===== src/logic/glm_config.svh =====
`ifndef GLM_CONFIG_SVH
`define GLM_CONFIG_SVH

// Data line carried from region buffer to external memory
`define GLM_LINE_WIDTH 64

// Memory line address
`define GLM_ADDR_WIDTH 32

// Lines per region buffer, as log2
`define GLM_REGION_LOG2_DEPTH 6

// Write FIFO entries in the DMA engine; keep a power of two
`define GLM_WFIFO_DEPTH 8

`endif


===== src/logic/glm_pkg.sv =====
`default_nettype none

`include "glm_config.svh"

package glm_pkg;

    typedef logic [`GLM_LINE_WIDTH-1:0] t_line;           // One cache line of payload

    typedef logic [`GLM_ADDR_WIDTH-1:0] t_claddr;         // Line address in external memory

    typedef logic [`GLM_REGION_LOG2_DEPTH-1:0] t_region_addr; // Line index within a region

endpackage

`default_nettype wire


===== src/logic/region_buffer.sv =====
`timescale 1ns/1ps
`default_nettype none

`include "glm_config.svh"

module region_buffer
(
    input  wire logic                  clk,
    input  wire logic                  reset,

    input  wire logic                  fill_we,
    input  wire glm_pkg::t_region_addr fill_addr,
    input  wire glm_pkg::t_line        fill_data,

    input  wire logic                  rd_en,
    input  wire glm_pkg::t_region_addr rd_addr,
    output logic                       rd_valid,
    output glm_pkg::t_line             rd_data
);

    import glm_pkg::*;

    localparam int DEPTH = 1 << `GLM_REGION_LOG2_DEPTH;

    t_line mem [DEPTH];

    // Host fill and registered read share the array
    always_ff @(posedge clk)
    begin
        if (fill_we)
        begin
            mem[fill_addr] <= fill_data;
        end
        if (rd_en)
        begin
            rd_data <= mem[rd_addr];            // Data one cycle after request
        end
    end

    always_ff @(posedge clk)
    begin
        if (reset)
        begin
            rd_valid <= 1'b0;
        end
        else
        begin
            rd_valid <= rd_en;
        end
    end

endmodule

`default_nettype wire


===== config.mk =====
export PLATFORM = sky130hd
export DESIGN_NAME = region_buffer
export DESIGN_NICKNAME = d
export VERILOG_FILES = /design/src/logic/glm_pkg.sv /design/src/logic/region_buffer.sv
export VERILOG_INCLUDE_DIRS = /design/src /design/src/logic
export SDC_FILE = /design/constraint.sdc
export NUM_CORES = 2
export LEC_CHECK = 0
export BUFFER_PORTS_ARGS = -buffer_cell sky130_fd_sc_hd__clkbuf_2
export CELL_PAD_IN_SITES_DETAIL_PLACEMENT = 1
export CELL_PAD_IN_SITES_GLOBAL_PLACEMENT = 1
export CORE_UTILIZATION = 46
export DETAILED_ROUTE_END_ITERATION = 8
export GPL_TIMING_DRIVEN = 0
export MAX_ROUTING_LAYER = met4
export PLACE_DENSITY = 0.67
export SYNTH_ARGS = -nofsm -noshare
export SYNTH_HDL_FRONTEND = slang
export SYNTH_SLANG_ARGS = --single-unit

===== constraint.sdc =====
create_clock -name clk -period 6.55 [get_ports clk]
set_input_delay 0.655 -clock clk [delete_from_list [all_inputs] [get_ports clk]]
set_output_delay 0.655 -clock clk [all_outputs]
set_load 0.05 [all_outputs]

; ---- After elaboration in Yosys (flattened, before gate mapping)
; Memories as Yosys holds them, arrays and structs flattened. A register that Yosys moved wholly into a read port is not among the register bits.
; Index checks and enable logic that the tools add are counted.
[totals]
register_bits = 1
latch_bits = 0
ramBits = 4096
mem_bits_ro = 0
in_bits = 80
elab_cells = 4
mem_count = 1
[mem_list]
columns = name, depth, width, rd, rd_ports_with_merged_regs, wr, line_no
row1 = mem, 64, 64, 1, 1, 1, region_buffer.sv:25  ; t_line mem [DEPTH];
[classes]
add_sub_neg = 0
n_mul = 0
div = 0
magnitude_cmp = 0
n_eq_ne = 0
shift = 0
mux = 2
n_bitwise = 0
n_reduce_logical = 0
[ops]
columns = operator, n
row1 = two-way mux 1 bit, 2

; ---- Longest topological paths before layout
[depth]
word_depth = 2
depth_mapped = 9
depth_no_buf = 5

; ---- Worst setup path after synthesis
; Ideal clock, no wire load.
[synth_timing]
kind = input to register
start = in fill_addr[3]
end = mem mem[48][0] (netlist bit) (enable)
t_arrival_ps = 5527
required_ps = 5986
path_slack_ps = 459
cell_stages = 4
path_buffers = 1
cell_sequence = clkbuf_1 nor2b_1 nand4b_1 nor3_1
[synth_lines]
columns = element, line_no
row1 = "start, declared", region_buffer.sv:12  ; input wire glm_pkg::t_region_addr fill_addr,
row2 = "end, declared", region_buffer.sv:25
; Straight into the memory's write port.

==> results.ini <==
[status]
status=finished with violations
violations=DRC, capacitance limit, slew limit

[floorplan]
core-area_um2=340000
rows=214
die-area_um2=344000
pin_count=145
chipHeight_um=587
start_util_pct=46.3
die_w_um=587

[worst_setup_path]
worstReg2RegEnd=rd_data[7]
crit_buf_inv=3
cp.arrival_ns=5.18
path_depth=8
startpoint=rd_addr[5]
worstSetupPathType=in2reg
worstPathRequired_ns=7.15
crit_family=simple AND/OR/NAND/NOR gates
crit_end=rd_data[35]
worst-path-max-fanout=10
critPathCaptureType=flop
slowest_stage=a41oi_1
ff2ff_path_depth=5
cp_cell_sequence=clkbuf_2, clkbuf_1, nor2b_1, nand2_1, clkbuf_1, or2_2, a41oi_1, nor2_1
r2r_slack_ns=3.36
r2r-start=mem[46][7]
slowest_delay_ns=1.01
cp-start-kind=primary input
cp_common_cell=clkbuf_1

[cts]
path_clk_slew_ns=0.06
cts_sinks=4161
cts_root_buffer=clkbuf_16
cts_buffers=422
post_cts_resized=0
htree_levels=5
clock_path_buffers=4
clk_latency_ns=0.96
cts_tree=built

[global_routing]
grt_pass1_vias=81500
grt_pass1_wl_mm=657
grt_usage_pct=28.4
grt_antenna_before_repair=48
overflow=0
grt_max_degree=65

[final_layout]
final_util_pct=53.9
fill_cells=29000
syn_to_final_growth_pct=16.5
final_common_cell=edfxtp_1
layout-drive-gt1-share_pct=29.5
nets=7682
mostFrequentLayoutCells=edfxtp_1, mux4_2, clkbuf_16, clkbuf_1
stdcell_count=12500

[synth]
synthDistinctLibCells=34
ys.flop_type=edfxtp_1
ys_seq_area_share_pct=79.4
syn_area_per_cell_um2=23.2
synth_edf_count=4160
synth_top_area_cell=edfxtp_1
syn_inst=6789
async_reset_ff_share_pct=0
synth_area_leaders=edfxtp_1, mux4_2, mux2i_1, a22oi_1, nand3_1
syn_nets=6869
ys_warn_count=0
ys_ff_latch=4161
yosysTopAreaCellShare_pct=79.4
netlist_area_um2=157000

[sta]
fmax_mhz=219
worst_pin_slew_ns=1.52
relSlewSlack_pct=-1.32
rsz0062_at_grt=false
finalCritPeriodShare_pct=69.9
fin_setup_tns_ns=0
drv_slew=64
setup_viol=0
hold_viol_final=0
fin_worst_skew_ns=0.0488
period_needed_ns=4.58

[power_and_ir_drop]
p_per_area_nw_per_um2=312
peakVddDrop_v=0.000254
p_leak_nw=57.2

[drt]
ant_nets=0
drtIter0Drc=10900
drc=27
wirelength_mm=478
drt_pass1_iterations=9
vias_per_cell=6.36
via_count=79700
avgRoutedWirePerCell_um=38.1

[place]
gp_routability_congestion=0.828
hpwl_mm=319
port_buffers=136
dp.cells=11700

[run]
drv_cap=1

[worst_hold_path]
hold_class=in2reg

## cell usage after synthesis (19+ instances only)
| library cell | number |
|---|---|
| edfxtp_1 | 4160 |
| mux4_2 | 1024 |
| nand2_1 | 187 |
| nand3_1 | 179 |
| buf_2 | 157 |
| clkbuf_1 | 152 |
| mux2i_1 | 138 |
| a22oi_1 | 128 |
| nor2_1 | 114 |
| nand4_1 | 83 |
| o22ai_1 | 82 |
| buf_4 | 56 |
| o21ai_1 | 42 |
| o221ai_1 | 36 |
| or3_1 | 30 |
| a41oi_1 | 27 |
| nor2b_1 | 27 |
| or2_2 | 25 |
| a211oi_1 | 19 |
| a2bb2oi_1 | 19 |
| a31oi_1 | 19 |
| and3_1 | 19 |
| inv_1 | 19 |
## metrics by stage
step                power, W  area, um^2  setup slack [ns]  hold slack [ns]
floorplan             0.0317      157000             0.459            0.727
finish                0.0572      183000              1.97           0.0872
detailed placement    0.0333      169000              1.19            0.814
global placement      0.0331      164000             -6.27            0.817
global route          0.0584      183000              2.17           0.0572
CTS                   0.0574      182000              2.23           0.0718
## report_power, final
part           total, W  switching, W  internal, W
sequential       0.0296     0.0000575       0.0295
clock            0.0244        0.0104       0.0140
combinational   0.00317       0.00219     0.000977
total            0.0572        0.0127       0.0445
## flip-flops by register name, indices dropped and copies added, names as in the netlist
signal    count
mem        4096
rd_data      64
rd_valid      1
## worst min path at each step
stage,start,end,slack [ns],depth (start not counted)
2_1_floorplan,reset,rd_valid,0.73,1
3_3_place_gp,reset,rd_valid,0.82,2
3_5_place_dp,reset,rd_valid,0.81,2
4_1_cts,rd_en,rd_data[2],0.07,1
5_1_grt,fill_data[51],mem[0][51],0.06,1
6_report,fill_data[51],mem[1][51],0.09,1
## layer usage
layer / part of all wire, % / global-route usage, % / up-vias / wire length [um]
met5: 0 / - / - / 0
met4: 4.9 / 11.7 / 0 / 23500
met3: 9.7 / 5.60 / 874 / 46200
met2: 47 / 43.2 / 4619 / 224000
met1: 38 / 37.9 / 43400 / 184000
li1: - / - / 30800 / -
## cells by family (layout without fill, tap and decap cells)
family	count (synthesis)	after routing	share of synthesized area [%]
flops	4161	4161	79.4
mux	1162	1162	15.5
simple gates	687	687	2.11
buf+inv	404	1573	1.25
compound gates	375	375	1.70
other cells	0	36	0
## cell type report
| cell class | count | area, um^2 | share of cell area [%] |
|---|---|---|---|
| clock inverter | 277 | 2810 | 1.53 |
| multi-input combinational | 2224 | 30900 | 16.9 |
| tap | 4536 | 5680 | 3.10 |
| buffer | 385 | 1910 | 1.04 |
| clock buffer | 503 | 11000 | 6.02 |
| inverter | 19 | 71.3 | 0.0389 |
| antenna | 36 | 90.1 | 0.0491 |
| sequential | 4161 | 125000 | 68.2 |
| timing repair buffer | 389 | 5870 | 3.20 |
## timing repair
action / in CTS / in global routing
hold buffers: 1 / 0
hold endpoints to repair: 1 / 0
buffers inserted: 0 / 0
(Power assumes the default switching activity.)
