<file path="config.mk">
export PLATFORM = sky130hd
export DESIGN_NAME = dma_write_engine
export DESIGN_NICKNAME = d
export VERILOG_FILES = /design/src/logic/glm_pkg.sv /design/src/logic/dma_write_engine.sv
export VERILOG_INCLUDE_DIRS = /design/src /design/src/logic
export SDC_FILE = /design/constraint.sdc
export NUM_CORES = 1
export LEC_CHECK = 0
export ABC_AREA = 0
export BUFFER_PORTS_ARGS = -buffer_cell sky130_fd_sc_hd__buf_2
export CAP_MARGIN = 40
export CORE_UTILIZATION = 40
export DETAILED_ROUTE_END_ITERATION = 7
export PLACE_DENSITY = 0.56
export SLEW_MARGIN = 0
export SYNTH_ARGS = -nofsm -noshare
export SYNTH_HDL_FRONTEND = slang
export SYNTH_SLANG_ARGS = --single-unit
</file>
<file path="constraint.sdc">
create_clock -name clk -period 7.5 [get_ports clk]
set_input_delay 0.75 -clock clk [delete_from_list [all_inputs] [get_ports clk]]
set_output_delay 0.75 -clock clk [all_outputs]
set_load 0.02 [all_outputs]
</file>
<file path="src/logic/glm_config.svh">
`ifndef GLM_CONFIG_SVH
`define GLM_CONFIG_SVH

// Data line carried from region buffer to external memory
`define GLM_LINE_WIDTH 64

// Memory line address
`define GLM_ADDR_WIDTH 32

// Lines per region buffer, as log2
`define GLM_REGION_LOG2_DEPTH 6

// Write FIFO entries in the DMA engine; keep a power of two
`define GLM_WFIFO_DEPTH 8

`endif

</file>
<file path="src/logic/glm_pkg.sv">
`default_nettype none

`include "glm_config.svh"

package glm_pkg;

    typedef logic [`GLM_LINE_WIDTH-1:0] t_line;           // One cache line of payload

    typedef logic [`GLM_ADDR_WIDTH-1:0] t_claddr;         // Line address in external memory

    typedef logic [`GLM_REGION_LOG2_DEPTH-1:0] t_region_addr; // Line index within a region

endpackage

`default_nettype wire

</file>
<file path="src/logic/dma_write_engine.sv">
`timescale 1ns/1ps
`default_nettype none

`include "glm_config.svh"

module dma_write_engine
(
    input  wire logic                  clk,
    input  wire logic                  reset,

    input  wire logic                  dma_start,
    input  wire glm_pkg::t_claddr      dma_addr,
    input  wire logic [31:0]           dma_length,
    output logic                       dma_idle,
    output logic                       dma_active,
    output logic                       walmostfull,

    input  wire logic                  wr_en,
    input  wire glm_pkg::t_line        wr_data,
    output logic                       ack_valid,

    input  wire logic                  mem_ready,
    output logic                       mem_we,
    output glm_pkg::t_claddr           mem_addr,
    output glm_pkg::t_line             mem_data,
    input  wire logic                  mem_ack
);

    import glm_pkg::*;

    localparam int DEPTH = `GLM_WFIFO_DEPTH;
    localparam int PTR_W = $clog2(DEPTH);

    t_line            fifo_mem [DEPTH];
    logic [PTR_W-1:0] wr_ptr;
    logic [PTR_W-1:0] rd_ptr;
    logic [PTR_W:0]   fill_count;
    t_claddr          next_addr;
    logic [31:0]      length_q;
    logic [31:0]      num_written;
    logic [31:0]      num_acked;

    // Margin of four covers the registered flag path back to the reader
    assign walmostfull = (fill_count >= (PTR_W+1)'(DEPTH - 4));
    assign dma_idle    = !dma_active;

    // Drain head of FIFO whenever memory is ready
    assign mem_we   = (fill_count != '0) && mem_ready;
    assign mem_addr = next_addr;
    assign mem_data = fifo_mem[rd_ptr];

    always_ff @(posedge clk)
    begin
        if (wr_en)
        begin
            fifo_mem[wr_ptr] <= wr_data;
        end
    end

    always_ff @(posedge clk)
    begin
        if (reset)
        begin
            wr_ptr     <= '0;
            rd_ptr     <= '0;
            fill_count <= '0;
            dma_active <= 1'b0;
            ack_valid  <= 1'b0;
        end
        else
        begin
            ack_valid  <= mem_ack;           // One strobe per acknowledged line
            wr_ptr     <= wr_ptr + PTR_W'(wr_en);
            rd_ptr     <= rd_ptr + PTR_W'(mem_we);
            fill_count <= fill_count + (PTR_W+1)'(wr_en) - (PTR_W+1)'(mem_we);

            if (dma_start && !dma_active)
            begin
                dma_active  <= 1'b1;
                length_q    <= dma_length;
                next_addr   <= dma_addr;
                num_written <= 32'd0;
                num_acked   <= 32'd0;
            end
            else if (dma_active)
            begin
                if (mem_we)
                begin
                    next_addr   <= next_addr + 1'b1;
                    num_written <= num_written + 32'd1;
                end
                if (mem_ack)
                begin
                    num_acked <= num_acked + 32'd1;
                end
                if (num_written == length_q && num_acked == length_q)
                begin
                    dma_active <= 1'b0;      // All lines out and acknowledged
                end
            end
        end
    end

endmodule

`default_nettype wire

</file>
Yosys cells after proc, flatten, opt, wreduce, memory -nomap -nowiden

Memories as Yosys holds them, arrays and structs flattened. A register that Yosys moved wholly into a read port is not among the register bits.
Cells that the tools add are included.
W data, S select, Z words.

Memories: 1
RAM bits: 512
Output and inout bits: 101
Register bits: 140
Input bits: 134
Word-level logic and storage cells: 45

Memory list:

| name     | depth | bits a word | read ports | clocked after memory_dff | wr ports | RTL line               | source |
|---|---|---|---|---|---|---|---|
| fifo_mem | 8     | 64          | 1          | 1                        | 1        | dma_write_engine.sv:34 | `t_line fifo_mem [DEPTH];` |

Bitwise gates (word level): 1
Reductions and logical operators: 11
$lt $le $gt $ge: 1
Equality and inequality tests: 2
Multiplexer cells: 13
$add $sub $neg: 7

Operator list:

| cell                    | count |
|---|---|
| $mux W32                | 7 |
| $add A32 B1 Y32 const B | 3 |
| $eq A32 B32 Y1          | 2 |
| $add A3 B1 Y3           | 2 |
| $reduce_and A3 Y1       | 2 |
| $reduce_bool A2 Y1      | 3 |
| $mux W1                 | 5 |
| $add A4 B1 Y4           | 1 |
| $ge A4 B3 Y1 const B    | 1 |
| $reduce_bool A4 Y1      | 1 |
| $sub A4 B1 Y4           | 1 |
| $logic_and A1 B1 Y1     | 3 |
| $mux W3                 | 1 |
| $reduce_and A2 Y1       | 1 |
| $logic_not A1 Y1        | 1 |
| $not A1 Y1              | 1 |

Longest topological paths before layout

Depth after elaboration: 5
Depth in mapped cells: 11
Gate-level depth less buffers: 11

Least setup slack after synthesis

No wires, ideal clock.

Path type: input-to-reg
Start point: in wr_en
End point: mem fifo_mem[0][0] (netlist name) (enable)
Data required time: 6.935 ns
Path buffers: 0
Cell stages on the path: 2
Arrival: 5.195 ns
Setup time: 0.565 ns
Slack: 1.740 ns
Cells stage by stage: nand2b_1 nor3_1

Cells in the longest elaborated chain, start to end: 2

RTL lines:

| element                       | RTL line               | source |
|---|---|---|
| start: declaration            | dma_write_engine.sv:18 | `input wire logic wr_en,` |
| $mux W1                       | dma_write_engine.sv:54 | `if (wr_en)` |
| $mux W1 (implied by the code) | dma_write_engine.sv:56 | `fifo_mem[wr_ptr] <= wr_data;` |
| end: declaration              | dma_write_engine.sv:34 |  |

Every way passes these cells.

==> impl_metrics.env <==
export IMPL_outcome="finished clean"
export IMPL_synth_ff_type="edfxtp_1"
export IMPL_die_area_um2=67800
export IMPL_slew_violations=0
export IMPL_wire_per_inst_um=22.1
export IMPL_critPathKind="reg2out"
export IMPL_layout_drive_gt1_share=0.324
export IMPL_grt_ovfl_total=0
export IMPL_ys_types=56
export IMPL_gp_congestion=0.845
export IMPL_fin_nets=1878
export IMPL_grt_max_degree=93
export IMPL_worstRegToRegCells=6
export IMPL_grt_antenna_before_repair=6
export IMPL_first_pass_iters=5
export IMPL_power_density_nw_per_um2=299
export IMPL_die_w_um=260
export IMPL_synth_cell_area_um2=26700
export IMPL_die_h_um=260
export IMPL_htreeDepth=3
export IMPL_final_cell_area_um2=31600
export IMPL_syn_nets=1602
export IMPL_grt_pass1_wl_um=88700
export IMPL_cts_tree="done"
export IMPL_hold_viol_final=0
export IMPL_critPathMaxStageDelay_ns=0.77
export IMPL_grt_pass1_vias=14604
export IMPL_final_antenna_net_count=0
export IMPL_fmax_ghz=0.265
export IMPL_required_ns=6.75
export IMPL_io_buffers=234
export IMPL_setup_viol=0
export IMPL_hp_class="in2reg"
export IMPL_num_rows=94
export IMPL_netlist_instances=1455
export IMPL_postCtsHoldBufs=0
export IMPL_routed_wl_um=58700
export IMPL_layout_common_cells="edfxtp_1 (640), buf_2 (234), mux4_2 (128), nor2_1 (78), clkbuf_16 (73)"
export IMPL_drt_vias_per_instance=5.25
export IMPL_cts_buffer_depth=3
export IMPL_synth_area_leader_cell="edfxtp_1"
export IMPL_crit_arrival_ns=3.03
export IMPL_min_delay_path_depth=1
export IMPL_placedInstanceArea_um2=29200
export IMPL_clock_latency_ns=0.60
export IMPL_vias=13900
export IMPL_async_flop_share=0
export IMPL_cpMaxStageDelayCell="dfxtp_4"
export IMPL_ir_drop_v=0.000149
export IMPL_path_cells="buf_4 > mux4_2 > mux2_2 > buf_2"
export IMPL_num_io_pins=235
export IMPL_worst_path_max_fanout=52
export IMPL_cts_made_buffers=72
export IMPL_cts_resized_gates=0
export IMPL_cp_start_kind="flip-flop"
export IMPL_track_usage=0.175
export IMPL_hpwl_um=35700
export IMPL_worstMarginPinSlew_ns=0.821
export IMPL_min_period_ns=3.78
export IMPL_finClkSkew_ns=0.0214
export IMPL_postCtsSetupBuffers=0
export IMPL_path_clk_slew_ns=0.06
export IMPL_layout_commonest_cell="edfxtp_1"
export IMPL_yosysWarnings=0
export IMPL_drt_initial_drc_count=716
export IMPL_tns_ns=0
export IMPL_drc=0
export IMPL_start_util=0.406
export IMPL_relSlewSlack=0.453
export IMPL_ys_ff_latch=652
export IMPL_period_share=0.504
export IMPL_worstSetupEndpointType="output port"
export IMPL_synth_edf_count=640
export IMPL_syn_avg_cell_area_um2=18.4
export IMPL_rsz0062_at_grt="false"
export IMPL_synth_top_cell_area_share=0.719
export IMPL_cts_root_buf="clkbuf_16"
export IMPL_clock_sinks=652
export IMPL_synth_area_leaders="edfxtp_1 (72%), mux4_2 (11%), mux2_2 (2.7%)"
export IMPL_p_leak_uw=0.0103
export IMPL_synth_seq_area_share=0.728
export IMPL_core_region_area_um2=65900
export IMPL_cap_viol_max_count=0
export IMPL_area_growth_pct=18.2
==> path summary, 6_finish.rpt <==
kind / from / endpoint / slack (ns)
min: dma_length[1] / length_q[1] / 0.32
min reg2reg: wr_ptr[2] / wr_ptr[2] / 0.61
max: rd_ptr[1] / mem_data[47] / 3.72
max reg2reg: mem_addr[0] / mem_addr[28] / 5.02
==> sequential cells by signal, indices dropped and copies added, names as in the netlist <==
| register | flops |
|---|---|
| fifo_mem | 512 |
| ack_valid | 1 |
| length_q | 32 |
| fill_count | 4 |
| rd_ptr | 3 |
| num_acked | 32 |
| num_written | 32 |
| wr_ptr | 3 |
| mem_addr | 32 |
| dma_active | 1 |
==> cell families after synthesis <==
group                    Yosys count  synth area share
flip-flops                       652             0.728
AND/OR/NAND/NOR                  310            0.0596
multiplexers                     192             0.135
XOR/XNOR                         127            0.0416
buffers and inverters             90            0.0135
AO/OA/AOI/OAI                     71            0.0156
adder cells (fa/ha/maj)           13           0.00637
==> layout make-up <==
| type | instances | area, µm² |
|---|---|---|
| diodes | 1 | 2.50 |
| clock inverters | 42 | 478 |
| repair buffers | 263 | 1590 |
| multi-input cells | 713 | 6970 |
| clock buffers | 86 | 1880 |
| well taps | 864 | 1080 |
| flip-flops and latches | 652 | 19500 |
| inverters | 29 | 109 |
| fillers | 5604 | 34300 |
==> where the power goes <==
| part | leakage (µW) | internal (µW) | switching (µW) | total, µW |
|---|---|---|---|---|
| sequential | 0.00597 | 4160 | 121 | 4280 |
| combinational | 0.00322 | 780 | 854 | 1630 |
| clock | 0.00114 | 2100 | 1430 | 3530 |
==> per-stage QoR <==
| step | hold WS [ns] | utilization | worst slack [ns] | total power, µW | std cells |
|---|---|---|---|---|---|
| finish | 0.324 | 0.479 | 3.72 | 9450 | 2650 |
| global route | 0.300 | 0.479 | 3.56 | 9850 | 2650 |
| floorplan | 0.541 | - | 1.74 | 5520 | 1455 |
| global placement | 0.580 | 0.439 | 3.95 | 5990 | 2510 |
| detailed placement | 0.592 | 0.444 | 4.26 | 6040 | 2521 |
| CTS | 0.288 | 0.479 | 3.60 | 9610 | 2649 |
==> synth_stat cells, drive strengths merged (2+ instances only) <==
cell / number
buf: 20
nor2: 85
nor2b: 9
o22ai: 3
a21oi: 12
mux2: 64
xor2: 69
xnor2: 58
o21ai: 38
or3: 12
edfxtp: 640
nand2b: 3
o211ai: 2
or4: 4
ha: 12
nor3: 14
and4: 10
and2: 5
inv: 29
and3: 11
a31oi: 2
mux4: 128
nand3: 42
clkbuf: 41
nand4: 32
nand2: 63
dfxtp: 12
a2111oi: 2
nor4: 17
==> per-layer routing <==
layer	share of wire	vias up	GRT usage	wire length, µm
li1	-	6344	-	-
met1	0.43	7114	0.231	25500
met2	0.49	342	0.288	28800
met3	0.054	92	0.0378	3140
met4	0.020	8	0.0557	1180
met5	0.00090	-	0	53
==> critical path, delay by kind of cell, from the launching register on <==
family | cells | cell delay, ns
multiplexers | 2 | 0.71
flip-flops | 1 | 0.77
buffers and inverters | 2 | 0.91
Note: power is estimated with default switching activity, not from simulation.
