File: src/logic/glm_config.svh
`ifndef GLM_CONFIG_SVH
`define GLM_CONFIG_SVH

// Data line carried from region buffer to external memory
`define GLM_LINE_WIDTH 64

// Memory line address
`define GLM_ADDR_WIDTH 32

// Lines per region buffer, as log2
`define GLM_REGION_LOG2_DEPTH 6

// Write FIFO entries in the DMA engine; keep a power of two
`define GLM_WFIFO_DEPTH 8

`endif

File: src/logic/glm_pkg.sv
`default_nettype none

`include "glm_config.svh"

package glm_pkg;

    typedef logic [`GLM_LINE_WIDTH-1:0] t_line;           // One cache line of payload

    typedef logic [`GLM_ADDR_WIDTH-1:0] t_claddr;         // Line address in external memory

    typedef logic [`GLM_REGION_LOG2_DEPTH-1:0] t_region_addr; // Line index within a region

endpackage

`default_nettype wire

File: src/logic/region_reader.sv
`timescale 1ns/1ps
`default_nettype none

module region_reader
(
    input  wire logic                  clk,
    input  wire logic                  reset,

    input  wire logic                  start,
    input  wire glm_pkg::t_region_addr start_line,
    input  wire logic [31:0]           count,
    input  wire logic                  almostfull,

    output logic                       rd_en,
    output glm_pkg::t_region_addr      rd_addr,
    input  wire logic                  rd_valid,
    input  wire glm_pkg::t_line        rd_data,

    output logic                       line_valid,
    output glm_pkg::t_line             line_data
);

    import glm_pkg::*;

    t_region_addr next_addr;
    logic [31:0]  remaining;                     // Lines not yet requested

    // One request per cycle while lines remain and the sink has room
    assign rd_en   = (remaining != 32'd0) && !almostfull;
    assign rd_addr = next_addr;

    always_ff @(posedge clk)
    begin
        if (reset)
        begin
            remaining <= 32'd0;
        end
        else if (start)
        begin
            remaining <= count;
            next_addr <= start_line;
        end
        else if (rd_en)
        begin
            remaining <= remaining - 32'd1;
            next_addr <= next_addr + 1'b1;       // Wraps inside the region
        end
    end

    // Buffer output is already registered, so forward it as is
    assign line_valid = rd_valid;
    assign line_data  = rd_data;

endmodule

`default_nettype wire

File: config.mk
export PLATFORM = sky130hd
export DESIGN_NAME = region_reader
export DESIGN_NICKNAME = d
export VERILOG_FILES = /design/src/logic/glm_pkg.sv /design/src/logic/region_reader.sv
export VERILOG_INCLUDE_DIRS = /design/src /design/src/logic
export SDC_FILE = /design/constraint.sdc
export NUM_CORES = 1
export LEC_CHECK = 0
export BUFFER_PORTS_ARGS = -buffer_cell sky130_fd_sc_hd__buf_4
export CORE_MARGIN = 2
export CORE_UTILIZATION = 39
export DETAILED_ROUTE_END_ITERATION = 16
export HOLD_SLACK_MARGIN = 0.06
export PLACE_DENSITY = 0.77
export SLEW_MARGIN = 20
export SYNTH_ARGS = -nofsm -noshare
export SYNTH_HDL_FRONTEND = slang
export SYNTH_SLANG_ARGS = --single-unit
File: constraint.sdc
create_clock -name clk -period 2.1 [get_ports clk]
set_clock_uncertainty 0.15 [all_clocks]
set_input_delay 0.105 -clock clk [delete_from_list [all_inputs] [get_ports clk]]
set_output_delay 0.105 -clock clk [all_outputs]
set_load 0.05 [all_outputs]
# After elaboration in Yosys (flattened, before gate mapping)
# Cells that the tools add are included.
[word_totals]
regBits = 38
in_bits = 107
[op_classes]
add_sub_neg = 2
n_reduce_logical = 5
bitwise_logic = 1
muxes = 4
[op_table]
columns = ["operator", "n"]
rows = [
  ["2-to-1 mux 32 bit", 2],
  ["nonzero test 32 bit", 1],
  ["subtractor 32 x 1 -> 32 bit, second input constant", 1],
  ["2-to-1 mux 6 bit", 2],
  ["adder 6 x 1 -> 6 bit, second input constant", 1],
  ["AND reduction 2 bit", 1],
  ["nonzero test 2 bit", 1],
  ["logical AND 1 bit", 1],
  ["logical NOT 1 bit", 1],
  ["NOT 1 bit", 1],
]

# Longest topological paths before layout
[depth]
depth_word = 4
mapped_depth = 8
ltp_nobuf = 8

# Worst setup path after synthesis
# OpenSTA, ideal clock, no wires.
[synth_timing]
path_kind = "reg2reg"
from = "reg remaining[0]"
to = "reg remaining[22]"
setup_time_ps = 122
stages_incl_launch_ff = 9
path_slack_ps = -311
t_arrival_ps = 2140
synth_period_minus_slack_ps = 2411
cell_sequence = "dfxtp_1 inv_1 ha_1 nor3b_2 nand4_1 o31ai_4 inv_2 and4_4 o311a_1"
[synth_between]
elab_chain_len = 3
word_cells_on_any_way = 6
classes_between = "add/sub (1); mux (2); reduce/logical (3)"
[synth_lines]
columns = ["element", "line_no", "source"]
rows = [
  ["start, declared", "region_reader.sv:26", "logic [31:0] remaining;"],
  ["start signal, assigned", "region_reader.sv:40", "remaining <= count;"],
  ["start signal, assigned", "region_reader.sv:45", "remaining <= remaining - 32'd1;"],
  ["nonzero test 32 bit", "region_reader.sv:29", "assign rd_en = (remaining != 32'd0) && !almostfull;"],
  ["logical AND 1 bit", "region_reader.sv:29", ""],
  ["via rd_en", "region_reader.sv:14", "output logic rd_en,"],
  ["nonzero test 2 bit (no source line)", "-", ""],
]
# The timed path passes the listed nets, and every way through them passes these cells. The select of a mux whose other input is x is not followed.
# A chain may end at the register's enable or synchronous reset.

# Worst setup path after layout
[layout_timing]
from = "reg remaining[17]"
to = "reg remaining[23]"
[layout_between]
elab_chain_len = 3
word_cells_on_any_way = 6
classes_between = "add/sub (1); mux (2); reduce/logical (3)"
[layout_lines]
columns = ["element", "line_no"]
rows = [
  ["subtractor 32 x 1 -> 32 bit or nonzero test 32 bit (tied branches)", "region_reader.sv:45, region_reader.sv:29"],
  ["2-to-1 mux 32 bit or logical AND 1 bit (tied branches)", "region_reader.sv:43, region_reader.sv:29"],
  ["2-to-1 mux 32 bit or nonzero test 2 bit (tied branches)", "-"],
]
# Parallel ways exist; a longest one is shown, timed or not. The select of a mux whose other input is x is not followed.

==> results.md <==
STA:
- Derived from the worst setup path, the maximum achievable clock frequency is 0.450 GHz.
- The number of hold violations in the final report is 0.
- Setup repair after global routing could not meet its margin everywhere.
- For the finished layout, the period the worst path requires is approximately 2.2 ns.
- The portion of the clock cycle consumed by the worst path in the final layout is 106%.
- Headroom to the max-slew limit came out at 62.5%.
- The final count of pins violating max slew was 0.
- The worst path setup slack after routing is -0.123 ns.
- Setup violations remaining at the end of the flow were counted as 14.
- Summed over all failing endpoints, the final setup total negative slack is -0.553 ns.
- At the pin with the least slew margin, the transition time is 0.563 ns.

Logic synthesis:
- The number of synthesized flops with an enable pin is 6.
- Counting every net in the synthesized netlist gives between 400 and 500.
- For this run, the leading register cell type out of synthesis is dfxtp_1.
- Yosys printed 0 warnings.
- The total of flip-flops plus latches after synthesis is 38.
- After synthesis, the cell types taking the most area are dfxtp_1, buf_4, edfxtp_1.
- Synthesis produced around 360 cells.
- The sequential-to-total area share from yosys stat is between 20% and 30%.
- Counting distinct cell types in the post-synthesis netlist gives 64.
- The mean area per synthesized cell is between 8 and 9 sq um.
- In this run the biggest area consumer among cell types represents between 20 and 25% of the synthesized area.
- After synthesis, the share of flip-flops with an asynchronous set or reset is 0%.
- The largest area contributor in the netlist is dfxtp_1.
- The synthesized area is 2890 sq um.

Clock tree:
- The total number of H-tree levels is 2.
- The TritonCTS clock tree is yes.
- The root buffer cell is clkbuf_8.
- The maximum buffer depth of the clock tree is 2.
- The insertion delay of the later-clocked pin in the worst-skew pair is approximately 0.3 ns.
- After clock tree synthesis, the clock-pin slew on the worst setup and hold paths is approximately 0.080 ns.
- Clock tree synthesis found a total of 38 sinks.
- The number of buffers created by CTS is 5.

Power:
- Power comes to 2060 uW.
- Dividing total power by cell area gives a power density of between 500 and 600 nW/um^2.
- The worst-case vdd ir drop is ~0.00029 V.
- For this design the static power due to leakage is 0.00154 uW.

Floorplan:
- Once the floorplan was initialized, standard cells occupied approximately 40% of the core.
- The full die area is 8110 sq um.
- Measured along the x axis, the die boundary spans about 90 microns.
- The floorplan step set the die height to ~90 microns.
- The core area is approximately 7200 sq um.
- approximately 180 I/O pins were placed.
- The number of core rows is 31.

Placed design:
- After legalization and detailed placement, the total HPWL measured roughly 5700 microns.
- Input and output buffers added on the ports amount to 48.
- The pre-CTS setup slack is -0.0789 ns.
- The placed instances occupy a cell area of ~3100 sq um.
- The last weighted congestion value of the routability-driven placer is around 0.91.
- Once placement completed, the tool counted placed cells totaling 463.

Setup path:
- The first element of the critical path is remaining[17].
- The worst register-to-register path ends at remaining[23].
- The cell with the most instances on the worst path is or4_4.
- At the worst endpoint, the required time is between 2 and 2.5 ns.
- The arrival time of the worst setup path is 2.28 ns.
- The buffering stage count on the worst path with inverters included is 0.
- Traced cell by cell, the critical path runs through or4_4, nor4_4, nand2_2, or4_4, a311oi_2.
- The critical path is of the reg -> reg type.
- The largest fanout on the critical path is 4.
- The cell type group with the largest total delay on the critical path is simple AND/OR/NAND/NOR gates.
- The setup slack on the worst flop-to-flop path is -0.12 ns.
- The startpoint type of the worst setup path is a flop.
- The origin of the critical flop-to-flop path is remaining[17].
- Counting buffers and inverters, the worst setup path is 5 cells deep.
- STA classifies the critical path endpoint as a flop.
- The number of cell instances on the worst register-to-register path is 5.
- The endpoint of the worst setup timing path is remaining[23].
- The critical path's largest stage delay is 0.56 ns.
- The slowest stage of the critical path is the or4_4 cell.

GRT:
- The maximum number of pins on one net before global-route repair is 37.
- The first-pass GRT wire length is between 10000 and 15000 microns.
- The number of global-route vias before repair is approximately 2900.
- The remaining global-route overflow is 0.
- For this run, the total global-route usage over all layers was measured as between 20% and 30%.
- The number of antenna violations at the first check in global routing came to 0.

Finish:
- The final non-filler cell total is around 530.
- The diode insertion count for antenna repair is 0.
- The finished cells cover ~3900 sq um.
- Across the whole layout, storage elements account for around 830 sq um.
- The multi-input combinational cell area is around 1600 sq um.
- The filler cell count in the final layout is roughly 680.
- For this run, the post-layout net count is between 500 and 600.
- From synthesis to final layout, the design area changed by 35.4%.
- Cells with a size suffix above 1 make up roughly 37% of the layout.

Drt:
- The number of search-and-repair iterations in the first detailed-routing pass is 5.
- Dividing the detail-routed via count by the number of cells gives ~5.6.
- The number of nets with antenna violations after routing is 0.
- The DRC violation count after routing is 0.
- After detailed routing, the average wire length per cell comes to between 15 and 20 microns.
- The routed design has 8530 microns of wire.
- The total number of vias is 2952.
- The iteration-0 DRC count of the detailed router is between 150 and 200.

Job:
- The count of max-cap constraint violations is 0.

Outcome:
- The checks that failed: setup timing.
- The flow ran to the end, but the final reports show violations.

Min path:
- The class of the tightest hold or removal check is in -> reg.
## report_power, final
part	total, uW	internal [uW]	switching (uW)	leakage, uW
clock	495	229	267	0.0000426
sequential	867	796	70.3	0.000326
combinational	696	354	342	0.00117
## placed cells by master, fill, tap and decap left out, drive strengths merged, types with 8 or more instances in the layout
cell         count
o21ai           13
nand4           10
inv             10
nor4            12
dfxtp           32
a31oi           10
nor2            27
nand2           33
nor3             8
a21oi           18
buf            102
nand3           12
dlygate4sd3     39
## cells in the mapped netlist, drive strengths merged (4+ instances only)
| library cell | count |
|---|---|
| o21ai | 13 |
| inv | 10 |
| edfxtp | 6 |
| nor2 | 27 |
| dfxtp | 32 |
| a211oi | 4 |
| or4 | 6 |
| a311oi | 5 |
| nand2 | 33 |
| and3 | 5 |
| a31oi | 10 |
| xor2 | 4 |
| a21oi | 18 |
| buf | 68 |
| and4 | 6 |
| nor3 | 8 |
| or3 | 6 |
| clkbuf | 13 |
| mux2i | 4 |
| nand3 | 12 |
| nand4 | 10 |
| nor4 | 12 |
| o31ai | 4 |
## metrics by stage
step,utilization [%],hold slack (ns)
floorplan,-,0.0922
global placement,43.5,0.0603
detailed placement,43.5,0.0603
CTS,51.4,0.0603
global route,54.2,0.0601
finish,54.2,0.0497
## sequential cells by signal, indices dropped and copies added (netlist names)
name	count
rd_addr	6
remaining	32
## cell type report
| type | count | area share, % |
|---|---|---|
| clock buffer | 6 | 1.86 |
| clock inverter | 2 | 0.224 |
| inverter | 10 | 1.09 |
| multi-input combinational | 230 | 42.0 |
| sequential | 38 | 21.4 |
| tap | 99 | 3.17 |
| timing repair buffer | 141 | 30.3 |
## logic make-up after synthesis
logic type / share of synthesized area [%]
AOI/OAI and AO/OA: 19.6
xor gates and xnor gates: 1.82
adders and majority gates: 0.866
buffers and inverters: 20.6
DFF: 28.4
muxes: 2.17
and+or+nand+nor: 26.5
## worst register-to-register path, stage by stage (launching register included)
cell      delay, ns
dfxtp_2        0.34
or4_4          0.56
nor4_4         0.26
nand2_2        0.09
or4_4          0.48
a311oi_2       0.26
## per-layer routing
layer  track usage (%)  up-vias  part of all wire, %
met4              6.28        0                  1.3
met1              25.1     1409                   42
li1                  -     1389                    -
met3              5.53       15                  7.0
met2              33.5      139                   50
met5                 0        -                    0
## worst min path at each step
stage	from	end	slack, ns	cells after the start
after floorplan	count[12]	remaining[12]	0.09	2
after global placement	rd_data[10]	line_data[10]	0.06	0
after detailed placement	rd_data[10]	line_data[10]	0.06	0
after CTS	rd_data[10]	line_data[10]	0.06	0
after global routing	rd_data[63]	line_data[63]	0.06	0
final	almostfull	remaining[12]	0.05	4
## repair_timing
item	in CTS	in global routing
endpoints found under the setup margin	16	28
hold buffers	39	0
pin swaps	6	22
hold endpoints to repair	38	0
gates resized for setup	12	35
setup buffers	6	12
Note: power is estimated with default switching activity, not from simulation.
