File: config.mk
export PLATFORM = sky130hd
export DESIGN_NAME = glm_writeback
export DESIGN_NICKNAME = d
export VERILOG_FILES = /design/src/logic/glm_pkg.sv /design/src/logic/glm_writeback.sv
export VERILOG_INCLUDE_DIRS = /design/src /design/src/logic
export SDC_FILE = /design/constraint.sdc
export NUM_CORES = 1
export LEC_CHECK = 0
export ABC_CLOCK_PERIOD_IN_PS = 21800
export BUFFER_PORTS_ARGS = -buffer_cell sky130_fd_sc_hd__buf_2
export CORE_UTILIZATION = 40
export CTS_CLUSTER_DIAMETER = 40
export DETAILED_ROUTE_END_ITERATION = 8
export PLACE_DENSITY = 0.61
export SYNTH_ARGS = -nofsm -noshare
export SYNTH_HDL_FRONTEND = slang
export SYNTH_SLANG_ARGS = --single-unit
File: constraint.sdc
create_clock -name clk -period 21.8 [get_ports clk]
set_clock_uncertainty 0.15 [all_clocks]
set_input_delay 4.36 -clock clk [delete_from_list [all_inputs] [get_ports clk]]
set_output_delay 4.36 -clock clk [all_outputs]
set_load 0.02 [all_outputs]
File: src/logic/glm_config.svh
`ifndef GLM_CONFIG_SVH
`define GLM_CONFIG_SVH

// Data line carried from region buffer to external memory
`define GLM_LINE_WIDTH 64

// Memory line address
`define GLM_ADDR_WIDTH 32

// Lines per region buffer, as log2
`define GLM_REGION_LOG2_DEPTH 6

// Write FIFO entries in the DMA engine; keep a power of two
`define GLM_WFIFO_DEPTH 8

`endif

File: src/logic/glm_pkg.sv
`default_nettype none

`include "glm_config.svh"

package glm_pkg;

    typedef logic [`GLM_LINE_WIDTH-1:0] t_line;           // One cache line of payload

    typedef logic [`GLM_ADDR_WIDTH-1:0] t_claddr;         // Line address in external memory

    typedef logic [`GLM_REGION_LOG2_DEPTH-1:0] t_region_addr; // Line index within a region

endpackage

`default_nettype wire

File: src/logic/glm_writeback.sv
`timescale 1ns/1ps
`default_nettype none

module glm_writeback
(
    input  wire logic                  clk,
    input  wire logic                  reset,

    input  wire logic                  cfg_we,
    input  wire logic [2:0]            cfg_idx,
    input  wire logic [31:0]           cfg_data,

    input  wire logic                  op_start,
    output logic                       op_done,
    input  wire glm_pkg::t_claddr      in_addr,
    input  wire glm_pkg::t_claddr      out_addr,

    output logic                       rd0_start,
    output logic                       rd1_start,
    output glm_pkg::t_region_addr      rd_start_line0,
    output glm_pkg::t_region_addr      rd_start_line1,
    output logic [31:0]                rd_count,
    input  wire logic                  line0_valid,
    input  wire glm_pkg::t_line        line0_data,
    input  wire logic                  line1_valid,
    input  wire glm_pkg::t_line        line1_data,
    output logic                       rd0_almostfull,
    output logic                       rd1_almostfull,

    output logic                       dma_start,
    output glm_pkg::t_claddr           dma_addr,
    output logic [31:0]                dma_length,
    input  wire logic                  dma_idle,
    input  wire logic                  dma_active,
    input  wire logic                  walmostfull,
    input  wire logic                  ack_valid,
    output logic                       wr_en,
    output glm_pkg::t_line             wr_data
);

    import glm_pkg::*;

    typedef enum logic [2:0]
    {
        STATE_IDLE,
        STATE_PREPROCESS,
        STATE_TRIGGER,
        STATE_WRITE,
        STATE_DONE
    } t_writestate;

    t_writestate send_state;

    logic [31:0] cfg_regs [8];
    logic [31:0] offset_by_index [3];
    t_claddr     store_addr;
    logic [31:0] store_length;
    logic [3:0]  select_channel;
    logic        write_fence;
    logic [1:0]  offset_accumulate;
    logic [31:0] num_sent_lines;
    logic [31:0] num_ack_lines;
    logic        use_ch1;
    logic        hold_reader;
    logic        line_valid_q;
    t_line       line_data_q;

    always_ff @(posedge clk)
    begin
        if (reset)
        begin
            for (int i = 0; i < 8; i++)
            begin
                cfg_regs[i] <= 32'd0;
            end
        end
        else if (cfg_we)
        begin
            cfg_regs[cfg_idx] <= cfg_data;
        end
    end

    assign use_ch1 = (select_channel == 4'd1);

    // Reader stalls unless the engine is active, has room and we are writing
    assign hold_reader = walmostfull || !dma_active || (send_state != STATE_WRITE);

    always_ff @(posedge clk)
    begin
        line_valid_q <= use_ch1 ? line1_valid : line0_valid;
        line_data_q  <= use_ch1 ? line1_data : line0_data;
        rd0_almostfull <= hold_reader || use_ch1;
        rd1_almostfull <= hold_reader || !use_ch1;
        if (reset)
        begin
            line_valid_q   <= 1'b0;
            rd0_almostfull <= 1'b1;
            rd1_almostfull <= 1'b1;
        end
    end

    always_ff @(posedge clk)
    begin
        dma_start <= 1'b0;
        wr_en     <= 1'b0;
        rd0_start <= 1'b0;
        rd1_start <= 1'b0;
        op_done   <= 1'b0;

        case (send_state)
            STATE_IDLE:
            begin
                if (op_start)
                begin
                    offset_by_index[0] <= cfg_regs[0];
                    offset_by_index[1] <= cfg_regs[1];
                    offset_by_index[2] <= cfg_regs[2];
                    store_addr <= (cfg_regs[3][31] ? in_addr : out_addr)
                                  + t_claddr'(cfg_regs[3][30:0]);
                    store_length   <= cfg_regs[4];
                    select_channel <= cfg_regs[5][3:0];
                    write_fence    <= cfg_regs[5][4];
                    rd_start_line0 <= t_region_addr'(cfg_regs[6]);
                    rd_start_line1 <= t_region_addr'(cfg_regs[7]);
                    offset_accumulate <= 2'd0;
                    num_sent_lines    <= 32'd0;
                    num_ack_lines     <= 32'd0;
                    send_state <= (cfg_regs[4] == 32'd0) ? STATE_DONE : STATE_PREPROCESS;
                end
            end

            STATE_PREPROCESS:
            begin
                store_addr <= store_addr + t_claddr'(offset_by_index[offset_accumulate]);
                offset_accumulate <= offset_accumulate + 2'd1;
                if (offset_accumulate == 2'd2)
                begin
                    send_state <= STATE_TRIGGER;
                end
            end

            STATE_TRIGGER:
            begin
                if (dma_idle)
                begin
                    dma_start  <= 1'b1;
                    dma_addr   <= store_addr;
                    dma_length <= store_length;
                    rd_count   <= store_length;
                    rd0_start  <= !use_ch1;      // Only the chosen region streams
                    rd1_start  <= use_ch1;
                    send_state <= STATE_WRITE;
                end
            end

            STATE_WRITE:
            begin
                if (dma_active && line_valid_q)
                begin
                    wr_en   <= 1'b1;
                    wr_data <= line_data_q;
                    num_sent_lines <= num_sent_lines + 32'd1;
                    if (num_sent_lines == store_length - 32'd1 && !write_fence)
                    begin
                        send_state <= STATE_DONE;
                    end
                end
                if (ack_valid)
                begin
                    num_ack_lines <= num_ack_lines + 32'd1;
                    if (num_ack_lines == store_length - 32'd1 && write_fence)
                    begin
                        send_state <= STATE_DONE;  // Fenced ops wait for the last ack
                    end
                end
            end

            STATE_DONE:
            begin
                op_done    <= 1'b1;
                send_state <= STATE_IDLE;
            end

            default:
            begin
                send_state <= STATE_IDLE;
            end
        endcase

        if (reset)
        begin
            send_state <= STATE_IDLE;
            dma_start  <= 1'b0;
            wr_en      <= 1'b0;
            rd0_start  <= 1'b0;
            rd1_start  <= 1'b0;
            op_done    <= 1'b0;
        end
    end

endmodule

`default_nettype wire

# After elaboration in Yosys (flattened, before gate mapping)

Memories as Yosys holds them, arrays and structs flattened. A register that Yosys moved wholly into a read port is not among the register bits.
Cells that the tools add are included.
Widths: inputs -> output; s select.

Input bits: 237
Register bits after elaboration: 333
Memory bits (writable): 352
Memories: 2

Equal/unequal tests: 14
Add/subtract/negate cells: 6
Bitwise gates (word level): 3
Muxes and demuxes: 36
Reductions and logical operators: 25

Memory list:

| memory          | words | bits a word | read ports | clocked after memory_dff | wr ports | line                | RTL |
|---|---|---|---|---|---|---|---|
| cfg_regs        | 8     | 32          | 8          | 3                        | 8        | glm_writeback.sv:54 | `logic [31:0] cfg_regs [8];` |
| offset_by_index | 3     | 32          | 1          | 1                        | 3        | glm_writeback.sv:55 | `logic [31:0] offset_by_index [3];` |

Operators by type and width:

| operator              | number |
|---|---|
| $mux 32               | 6 |
| $pmux 32 s2           | 3 |
| $add 32x1->32 const B | 2 |
| $eq 32x32->1          | 2 |
| $mux 64               | 1 |
| $add 32x31->32        | 1 |
| $add 32x32->32        | 1 |
| $logic_not 32->1      | 1 |
| $reduce_or 32->1      | 1 |
| $sub 32x1->32 const B | 1 |
| $mux 3                | 9 |
| $mux 1                | 13 |
| $pmux 3 s4            | 1 |
| $ne 2x2->1 const B    | 5 |
| $reduce_and 3->1      | 3 |
| $reduce_and 2->1      | 4 |
| $eq 3x2->1 const B    | 2 |
| $eq 4x1->1 const B    | 1 |
| $logic_or 1x1->1      | 4 |
| $mux 2                | 2 |
| $pmux 2 s2            | 1 |
| $reduce_bool 2->1     | 2 |
| $reduce_or 2->1       | 2 |
| $eq 3x1->1 const B    | 1 |
| other kinds (9)       | 15 |

# Longest topological paths before layout

Word-level depth: 8
Mapped depth: 17
Gate-level depth less buffers: 15

# Least setup slack after synthesis

No wires, ideal clock.

Path kind: input to register
Start: in op_start
End: reg offset_accumulate[0], enable pin
Stages on the path: 3
Setup time: 396 ps
Arrival: 21361 ps
Path buffers: 0
Data required time: 21254 ps
Path slack: -107 ps
Cells stage by stage: nor4b_1 > nor2_1 > inv_1

Cells in the longest elaborated chain, start to end: 2

RTL lines:

| what                       | line                 | RTL |
|---|---|---|
| start: declaration         | glm_writeback.sv:13  | `input wire logic op_start,` |
| $ne 2x2->1 (no line)       | n/a                  |  |
| $reduce_and 2->1 (no line) | n/a                  |  |
| end signal: assignment     | glm_writeback.sv:135 | `offset_accumulate <= offset_accumulate + 2'd1;` |
| end: declaration           | glm_writeback.sv:60  | `logic [1:0] offset_accumulate;` |

No other way between the ends.
A chain may end at the register's enable or synchronous reset.

# Final worst setup path

Start: in in_addr[1]
End: reg store_addr[29], data pin

Cells in the longest elaborated chain, start to end: 4

RTL lines:

| what                   | line                 | RTL |
|---|---|---|
| start: declaration     | glm_writeback.sv:15  | `input wire glm_pkg::t_claddr in_addr,` |
| $mux 32                | glm_writeback.sv:118 | `store_addr <= (cfg_regs[3][31] ? in_addr : out_addr)` |
| $add 32x31->32         | glm_writeback.sv:119 | `+ t_claddr'(cfg_regs[3][30:0]);` |
| $mux 32                | glm_writeback.sv:113 | `if (op_start)` |
| $pmux 32 s2            | glm_writeback.sv:110 | `case (send_state)` |
| end signal: assignment | glm_writeback.sv:118 |  |
| end signal: assignment | glm_writeback.sv:134 | `store_addr <= store_addr + t_claddr'(offset_by_index[offset_accumulate]);` |
| end: declaration       | glm_writeback.sv:56  | `t_claddr store_addr;` |

No other way between the ends. The select of a mux whose other input is x is not followed.

==> reports/qor.txt <==
Commonest non-fill, non-tap cell in the layout: edfxtp_1
Synth Cell Area: 0.0282 sq mm
CP max-delay cell: a221oi_2
Commonest cells after routing, fill and taps aside: edfxtp_1 (548), buf_2 (415), and2_1 (183), nor2_1 (121), nand2_1 (116)
Drt drc: 0
Met3 Use GR: 0.0376
Height of the die: 268 um
Post-Syn Nets: 2419
CP Capture Type: register
WP buf/inv: 2
Synth Instances: 2114
Peak Freq: 123 MHz
Crit path cell chain: buf_2 > mux2i_1 > inv_1 > ha_1 > a211oi_1 > o21ai_1 > a221oi_2 > a211oi_1 > o31a_1 > a211o_1 > a21o_1 > a211o_1 > a21oi_1 > a21oi_1
Placed instance area: 0.0311 sq mm
First-pass GRT wire length: 108 mm
Syn avg cell area: 13.4 sq um
Post-synth cell types: 80
Detail Placement HPWL: 52.8 mm
Tmin final: 8.15 ns
Number of buffers created by CTS: 91
Clock Tree Buf Depth: 3
Initial antenna violation count: 11
Sink Count: 625
Seq/Total Area, Yosys: 0.638
Total negative setup slack: 0 ns
Layout cells sized above 1: 0.284
Final instance area: 0.0342 sq mm
PwrDens: 124 mW/mm^2
Post-route ant nets: 0
Final Setup Violations: 0
Die Footprint: 0.0716 sq mm
WS Path Type: input port to register
Chip Width: 268 um
Clk Tree Root Cell: clkbuf_16
Initial DRT Pass Iterations: 5
Cts-stage hold buffer count: 0
Area of the core: 0.0699 sq mm
Max VDD drop: 76.2 uV
Max Cap Violations: 0
Worst Tran Pin Value: 1.09 ns
Top_reg_cell synth: edfxtp_1
Post-synth EDFFs: 548
Tcrit/Tclk final: 0.374
CTS tree: done
Leakage power: 12.9 nW
# H-tree levels: 3
PortBufs: 415
CP arrival: 8.36 ns
Max-slew violations: 0
Ys async rst share: 0
Yosys warns: 0
Nets@finish: 2839
Grt ovf: 0
Vias in the first global route: 17900
Crit Path Max Fanout: 5
I/O pin cnt: 416
Met1 Usage GRT: 0.282
Worst Hold Class: register to register
Routed WL: 73.6 mm
Synthesized flop and latch total: 625
RSZ-0062 raised after global routing: false
Setup bufs post-CTS: 0
Final Hold Vio Count: 0
Data required, critical path: 22.01 ns
GR Util All Layers: 0.202
Max incr delay on CP: 0.61 ns
Relative slew margins: 0.275
Setup crit start kind: input port
Status: completed
Starting Density: 0.404
Worst skew pair latency: 0.64 ns
Grt peak-use layer: met2
GPL Wtd Cong: 0.945
Cell family contributing the most delay on the critical path: compound AO/OA/AOI/OAI gates
Row cnt: 97
Wire length per cell: 20.7 um
Synth-to-Final Area Change: 21.2%
Clock transition at path regs: 0.06 ns
Largest net degree at the start of global routing: 70
Vias: 18300
GR Util met2: 0.321
DR vias/cell: 5.14
Post-cts sizing count: 0
DRT iter0 DRCs: 1393
## through the flow
stage               hold WS (ns)  std cells  power, mW  utilization  worst slack (ns)
finish                     0.246       3555       4.24        0.489             13.65
global route               0.245       3554       4.44        0.489             13.53
CTS                        0.245       3552       4.26        0.489             13.73
detailed placement         0.239       3381       2.80        0.445             13.08
global placement           0.236       3381       2.77        0.445             13.07
floorplan                  0.236       2114       2.49            -              7.33
## where the power goes
| part | switching (mW) | internal, mW |
|---|---|---|
| registers | 0.156 | 1.56 |
| logic | 0.645 | 0.422 |
| clock network | 0.575 | 0.877 |
| total | 1.38 | 2.86 |
## layout make-up
cell class / count / area (sq um)
Timing Repair Buffer: 435 / 2230
Tap cell: 940 / 1180
Multi-Input combinational cell: 1347 / 9590
Clock buffer: 102 / 2340
Fill cell: 6156 / 35700
Clock inverter: 69 / 732
Sequential cell: 625 / 18000
Antenna cell: 3 / 7.51
Inverter: 34 / 128
## worst reg2reg max path, delay by kind of cell, from the launching register on
family,cells,cell delay [ns]
buffers and inverters,1,0.53
DFF,1,0.56
adders and majority gates,1,0.38
and+or+nand+nor,1,0.25
AOI/OAI and AO/OA,9,2.51
muxes,1,0.32
xor gates and xnor gates,1,0.21
## cell families after synthesis
logic type / after synthesis / share of synthesized area
compound gates: 285 / 0.0637
xor+xnor: 194 / 0.0623
fa+ha+maj: 68 / 0.0307
buf+inv: 142 / 0.0242
flops: 625 / 0.638
mux: 133 / 0.0514
simple gates: 667 / 0.130
## metal layers
layer / vias to the layer above / part of all wire
met5: - / 0.00043
met4: 4 / 0.017
li1: 8616 / -
met2: 567 / 0.47
met1: 8978 / 0.45
met3: 95 / 0.057
## sequential cells by signal (all words and copies together), names as in the netlist, 4 cells and up, named ones only
register and cells:
dma_length 32, wr_data 64, cfg_regs 177, line_data_q 64, num_sent_lines 32, rd_start_line1 6
store_addr 32, num_ack_lines 32, select_channel 4, rd_start_line0 6, offset_by_index 96, dma_addr 32
store_length 32
## final timing paths
kind	start	end	slack, ns	cells after the start
setup / recovery	in_addr[1]	store_addr[29]	13.65	14
hold / removal	line_data_q[21]	wr_data[21]	0.25	0
setup reg to reg	register	store_addr[30]	16.62	14
hold reg to reg	line_data_q[21]	wr_data[21]	0.25	0
## cell usage after synthesis (16+ instances only)
cell / count / area share
xnor2_1: 98 / 0.030
nor2_1: 124 / 0.016
dfxtp_1: 77 / 0.055
nand4_1: 20 / 0.0044
nand2_1: 116 / 0.015
or2_2: 16 / 0.0035
buf_4: 33 / 0.0088
mux2_2: 95 / 0.038
a21o_1: 28 / 0.0074
mux2i_1: 38 / 0.013
and2_1: 183 / 0.041
o21ai_0: 84 / 0.015
nor3_1: 26 / 0.0046
a211oi_1: 17 / 0.0045
ha_1: 66 / 0.029
edfxtp_1: 548 / 0.58
xor2_1: 92 / 0.029
nand3_1: 48 / 0.0085
clkbuf_1: 66 / 0.0088
inv_1: 34 / 0.0045
and3_1: 17 / 0.0038
a21oi_1: 69 / 0.012
nor4_1: 22 / 0.0049
(Power assumes the default switching activity.)
